[config.mk]
export PLATFORM = sky130hd
export DESIGN_NAME = exec_lane_flat
export DESIGN_NICKNAME = d
export VERILOG_FILES = /design/src/source/iq_pkg.sv /design/src/source/issue_if.sv /design/src/source/result_if.sv /design/src/source/exec_lane.sv /design/src/flat_wrapper.sv
export VERILOG_INCLUDE_DIRS = /design/src /design/src/source
export SDC_FILE = /design/constraint.sdc
export NUM_CORES = 1
export LEC_CHECK = 0
export BUFFER_PORTS_ARGS = -buffer_cell sky130_fd_sc_hd__buf_4
export CAP_MARGIN = 20
export CORE_MARGIN = 8
export CORE_UTILIZATION = 60
export DETAILED_ROUTE_END_ITERATION = 8
export PLACE_DENSITY = 0.87
export SYNTH_ARGS = -nofsm -noshare
export SYNTH_HDL_FRONTEND = slang
export SYNTH_SLANG_ARGS = --single-unit
[constraint.sdc]
create_clock -name clock -period 8.95 [get_ports clock]
set_input_delay 0.895 -clock clock [delete_from_list [all_inputs] [get_ports clock]]
set_output_delay 0.895 -clock clock [all_outputs]
set_load 0.03 [all_outputs]
[src/source/iq_settings.svh]
`ifndef IQ_SETTINGS_SVH
`define IQ_SETTINGS_SVH

// ~~~~~~~~~~~~~~~~~~~~~~~~~~~~~~
// queue sizing
// ~~~~~~~~~~~~~~~~~~~~~~~~~~~~~~

`define IQ_DEPTH      16  // entries held in the circular buffer
`define IQ_INS_COUNT  4   // most entries written in one cycle
`define IQ_LANE_COUNT 4   // execution lanes, also the issue window

// ~~~~~~~~~~~~~~~~~~~~~~~~~~~~~~
// field widths
// ~~~~~~~~~~~~~~~~~~~~~~~~~~~~~~

`define IQ_DATA_BITS  16  // operand and result width
`define IQ_ROB_BITS   5   // reorder buffer slot tag

`endif

[src/source/iq_pkg.sv]
`include "iq_settings.svh"

package iq_pkg;

  typedef logic [`IQ_DATA_BITS-1:0] data_t;
  typedef logic [`IQ_ROB_BITS-1:0]  rob_slot_t;

  typedef logic [1:0] opcode_t;

  localparam opcode_t OP_ADD = 2'd0;
  localparam opcode_t OP_SUB = 2'd1;  // src_a minus src_b
  localparam opcode_t OP_XOR = 2'd2;
  localparam opcode_t OP_MUL = 2'd3;  // low half of the product

  typedef logic [$clog2(`IQ_INS_COUNT)-1:0]  ins_count_t;  // number of inserts minus one
  typedef logic [$clog2(`IQ_DEPTH+1)-1:0]    used_count_t;
  typedef logic [$clog2(`IQ_DEPTH)-1:0]      iq_ptr_t;
  typedef logic [$clog2(`IQ_LANE_COUNT)-1:0] lane_idx_t;

  typedef struct packed {
    opcode_t   opcode;
    data_t     src_a;
    data_t     src_b;
    rob_slot_t rob_slot;
    logic      stream;
  } iq_entry_t;

  typedef enum logic [1:0] {
    LANE_IDLE,
    LANE_MUL,
    LANE_HOLD
  } lane_state_e;

endpackage

[src/source/issue_if.sv]
`timescale 1ns/1ns

interface issue_if;
  import iq_pkg::*;

  logic      issue;     // lane latches the fields on this edge
  opcode_t   opcode;
  data_t     src_a;
  data_t     src_b;
  rob_slot_t rob_slot;
  logic      ready;

  modport queue (
    output issue,
    output opcode,
    output src_a,
    output src_b,
    output rob_slot,
    input  ready
  );

  modport lane (
    input  issue,
    input  opcode,
    input  src_a,
    input  src_b,
    input  rob_slot,
    output ready
  );

endinterface

[src/source/result_if.sv]
`timescale 1ns/1ns

interface result_if;
  import iq_pkg::*;

  logic      valid;     // held with stable fields until taken
  rob_slot_t rob_slot;
  data_t     value;
  logic      take;      // one cycle strobe from the arbiter

  modport lane (
    output valid,
    output rob_slot,
    output value,
    input  take
  );

  modport arbiter (
    input  valid,
    input  rob_slot,
    input  value,
    output take
  );

endinterface

[src/source/exec_lane.sv]
`timescale 1ns/1ns
`include "iq_settings.svh"

module exec_lane (
  input  logic   clock,
  input  logic   reset_n,
  issue_if.lane  issue,
  result_if.lane result
);
  import iq_pkg::*;

  localparam int unsigned MUL_BITS_PER_STEP = 4;
  localparam int unsigned MUL_STEPS         = `IQ_DATA_BITS / MUL_BITS_PER_STEP;

  typedef logic [$clog2(MUL_STEPS)-1:0] step_t;

  lane_state_e state;
  step_t       step_count;
  data_t       alu_value;
  data_t       partial;
  data_t       mcand;
  data_t       mplier;
  data_t       res_value;   // result register that also accumulates while multiplying
  rob_slot_t   res_slot;

  assign issue.ready     = (state == LANE_IDLE) || (state == LANE_HOLD && result.take);
  assign result.valid    = (state == LANE_HOLD);
  assign result.rob_slot = res_slot;
  assign result.value    = res_value;

  always_comb begin
    case (issue.opcode)
      OP_ADD:  alu_value = issue.src_a + issue.src_b;
      OP_SUB:  alu_value = issue.src_a - issue.src_b;
      OP_XOR:  alu_value = issue.src_a ^ issue.src_b;
      default: alu_value = '0;  // mul starts from an empty accumulator
    endcase
  end

  // shift-and-add over the low bits of the multiplier
  always_comb begin
    partial = '0;
    for (int b = 0; b < MUL_BITS_PER_STEP; b++) begin
      if (mplier[b]) begin
        partial = partial + (mcand << b);
      end
    end
  end

  always_ff @(posedge clock, negedge reset_n) begin
    if (!reset_n) begin
      state      <= LANE_IDLE;
      step_count <= '0;
    end else begin
      case (state)
        LANE_MUL: begin
          step_count <= step_count + 1'b1;
          if (step_count == step_t'(MUL_STEPS - 1)) begin
            state <= LANE_HOLD;
          end
        end
        LANE_HOLD: if (result.take) state <= LANE_IDLE;
        default: ;
      endcase
      if (issue.issue) begin
        state      <= (issue.opcode == OP_MUL) ? LANE_MUL : LANE_HOLD;
        step_count <= '0;
      end
    end
  end

  always_ff @(posedge clock) begin
    if (issue.issue) begin
      res_slot  <= issue.rob_slot;
      res_value <= alu_value;
      mcand     <= issue.src_a;
      mplier    <= issue.src_b;
    end else if (state == LANE_MUL) begin
      res_value <= res_value + partial;
      mcand     <= mcand << MUL_BITS_PER_STEP;
      mplier    <= mplier >> MUL_BITS_PER_STEP;
    end
  end

  a_issue_when_ready: assert property (@(posedge clock) disable iff (!reset_n)
    issue.issue |-> issue.ready);

endmodule

[src/flat_wrapper.sv]
// flat-port wrapper written by rule: the top's interface ports become plain ports
module exec_lane_flat import iq_pkg::*;
  (clock, reset_n, issue_issue, issue_opcode, issue_src_a, issue_src_b, issue_rob_slot, issue_ready, result_valid, result_rob_slot, result_value, result_take);
  issue_if issue_i ();
  result_if result_i ();
  input  logic clock;
  input  logic reset_n;
  input wire logic [$bits(issue_i.issue)-1:0] issue_issue;
  input wire logic [$bits(issue_i.opcode)-1:0] issue_opcode;
  input wire logic [$bits(issue_i.src_a)-1:0] issue_src_a;
  input wire logic [$bits(issue_i.src_b)-1:0] issue_src_b;
  input wire logic [$bits(issue_i.rob_slot)-1:0] issue_rob_slot;
  output wire logic [$bits(issue_i.ready)-1:0] issue_ready;
  output wire logic [$bits(result_i.valid)-1:0] result_valid;
  output wire logic [$bits(result_i.rob_slot)-1:0] result_rob_slot;
  output wire logic [$bits(result_i.value)-1:0] result_value;
  input wire logic [$bits(result_i.take)-1:0] result_take;
  assign issue_i.issue = issue_issue;
  assign issue_i.opcode = issue_opcode;
  assign issue_i.src_a = issue_src_a;
  assign issue_i.src_b = issue_src_b;
  assign issue_i.rob_slot = issue_rob_slot;
  assign issue_ready = issue_i.ready;
  assign result_valid = result_i.valid;
  assign result_rob_slot = result_i.rob_slot;
  assign result_value = result_i.value;
  assign result_i.take = result_take;
  exec_lane u_core (.clock(clock), .reset_n(reset_n), .issue(issue_i), .result(result_i));
endmodule
==> impl_metrics.csv <==
group,metric,value,unit
status,status,"finished clean",
route,ant_nets,0,
timing,clock.fmax,0.135,GHz
place,gp_congestion,0.966,
worst_setup_path,path_max_fanout,19,
synth,ys_warn_count,0,
floorplan,core,0.0104,mm²
clocking,post-cts-setup-buffers,0,
worst_hold_path,hp-class,"in -> async",
worst_setup_path,crit_top_cell,"ha_1",
route,drt_first_iter_violations,481,
worst_setup_path,crit_path_end,"u_core.result.value[15]",
synth,syn_inst,703,
synth,synthFlopType,"edfxtp_1",
route,wl_per_cell,18.6,µm
place,port_buffers,65,
worst_setup_path,reg2regPathDepth,30,
worst_setup_path,critPathLaunchType,"flop",
worst_setup_path,crit_slowest_cell,"edfxtp_1",
synth,synth-compound-area-share,20.2,%
clocking,cts_buffers,9,
route,num_vias,5549,
clocking,insertion_delay,0.34,ns
timing,fin_tns_setup,0,ns
worst_setup_path,r2r_setup_slack,1.54,ns
synth,synth_fa_ha_area_share,15.8,%
synth,synth_area,0.00642,mm²
synth,ys_seq_area_share,26.3,%
synth,synth_common_cells,"ha_1, xnor2_1, a21oi_1",
floorplan,die_h,119,µm
final_layout,syn2layout_area_growth,11.7,%
place,pre_cts_ws,1.62,ns
synth,synth_top_area_cell,"edfxtp_1",
clocking,clockBufferDepth,2,
timing,fin_crit_sh,82.8,%
worst_setup_path,worstSetupPathType,"reg -> reg",
timing,layout_setup_ws,1.54,ns
synth,async_reset_ff_share,7.02,%
clocking,cts_root_buffer,"clkbuf_8",
worst_setup_path,r2r-end,"u_core.result.value[15]",
synth,synthXorXnorAreaFrac,12.2,%
worst_setup_path,worst_r2r_startpoint,"u_core.mplier[0]",
synth,muxShareOfSynthArea,8.65,%
floorplan,initial_core_util,62.0,%
synth,synth_nets,823,
grt,track_usage,23.7,%
final_layout,layout-drive-gt1-share,19.0,%
power,leakagePower,3.14,nW
route,drc_errors,0,
clocking,cts_tree,"yes",
synth,yosys.cell_count.top_type,"ha_1",
timing,slew_headroom,39.9,%
floorplan,ios,66,
grt,grt_pass1_wl,28.0,mm
timing,tightest_slew,0.901,ns
timing,post-route-min-period,7.41,ns
clocking,ctsResizeCount,0,
worst_setup_path,cpPeakStageDelay,0.77,ns
final_layout,num-nets-final,877,
power,power_density,278,mW/mm²
route,wirelength,16.7,mm
worst_setup_path,setup.worst_path.start,"u_core.mplier[0]",
synth,yosys.area_share.simple,12.8,%
synth,ys_top_cells_by_area,"edfxtp_1, ha_1, xnor2_1, mux2_2, a21oi_1",
worst_setup_path,arrival,7.45,ns
timing,finalSetupViolations,0,
synth,synth_edf_count,53,
synth,synth_top_family_by_area,"compound AO/OA/AOI/OAI gates",
route,avgViaCountPerCell,6.18,
place,dpl.hpwl,12.8,mm
worst_setup_path,required,9.00,ns
floorplan,die_w,119,µm
final_layout,antenna_cells,0,
final_layout,fill_cells,789,
timing,drv_slew,0,
route,first_pass_iters,5,
synth,synth_top_area_share,24.8,%
floorplan,dieArea,0.0143,mm²
timing,hold_viol_final,0,
grt,grt_max_degree,78,
grt,antenna_found_initial,0,
synth,synth-seq-cells,57,
worst_setup_path,cp-end-kind,"flop",
clocking,clk_pin_slew,0.07,ns
power,ir_drop,0.155,mV
grt,grt_pass1_vias,5854,
timing,fin_skew,0.00544,ns
timing,rsz0062_at_grt,"no",
clocking,cts.sinks,57,
synth,avgSynthCellArea,9.14,µm²
clocking,cts_hold_buf,0,
grt,grt_overflow,0,
synth,synth_cell_types,65,
flow_run,max_cap_violations,0,
floorplan,placementRows,37,
clocking,htreeDepth,3,
[kinds of logic (layout without fill, tap and decap cells)]
kind of cell,Yosys count,count (layout)
compound gates,195,195
simple gates,173,173
xor+xnor,88,88
fa+ha+maj,78,78
buf+inv,62,121
flops,57,57
mux,50,50
[through the flow]
stage	std cells	total power [mW]	hold WS, ns	utilization [%]	area (µm²)
finish	898	2.00	0.332	69.2	7180
global route	898	2.13	0.320	69.2	7180
CTS	898	1.97	0.315	69.2	7180
detailed placement	882	1.71	0.539	67.3	6980
global placement	882	1.64	0.508	67.3	6980
floorplan	703	1.41	0.493	-	6420
[registers in the layout (all words and copies together) (netlist names)]
register / count
u_core.mcand: 16
u_core.mplier: 16
u_core.result.value: 16
u_core.result.rob_slot: 5
u_core.state: 2
u_core.step_count: 2
[critical path, delay by kind of cell (launching register included)]
kind                       cells  cell delay (ns)
xor gates and xnor gates       5             0.86
and+or+nand+nor                4             0.82
AOI/OAI and AO/OA             11             2.33
buffers and inverters          3             0.23
DFF                            1             0.77
muxes                          2             0.58
adders and majority gates      5             1.52
[cell usage in the layout (no fill, tap or decap), drive strengths merged, types with 9 or more instances in the layout]
cell	count
buf	66
o31ai	10
nor3	11
o21ai	44
nand2b	13
nor2b	9
a21o	18
inv	38
edfxtp	53
and2	16
o21a	12
clkbuf	11
nor2	46
mux2	44
nand2	51
a211oi	9
xor2	29
xnor2	58
a21oi	55
ha	72
[layer usage]
metal	routed length, µm	GRT usage, %	vias to the layer above
li1	-	-	2669
met1	6710	27.6	2589
met2	8340	41.5	237
met3	1140	4.11	54
met4	489	10.8	0
met5	0	0	-
[where the power goes]
part	internal, mW	total (mW)	switching (mW)
logic	0.584	1.32	0.738
registers	0.370	0.428	0.0583
clock network	0.135	0.245	0.110
[how the worst min path moves through the flow]
stage,start,to,depth (start not counted)
floorplan,u_core.step_count[1],u_core.step_count[1],2
global placement,u_core.step_count[1],u_core.step_count[1],2
detailed placement,u_core.mplier[7],u_core.mplier[3],1
CTS,reset_n,u_core.state[1],1
global route,reset_n,u_core.state[1],1
finish,reset_n,u_core.state[1],1
[area by class of cell]
cell class	instances	area (µm²)	area share [%]
clock inverter	5	55.1	0.767
multi-input combinational	584	4480	62.4
timing repair buffer	66	495	6.90
clock buffer	11	141	1.97
inverter	39	146	2.04
sequential	57	1690	23.6
tap	136	170	2.37
Power figures use the tool's default switching activity.
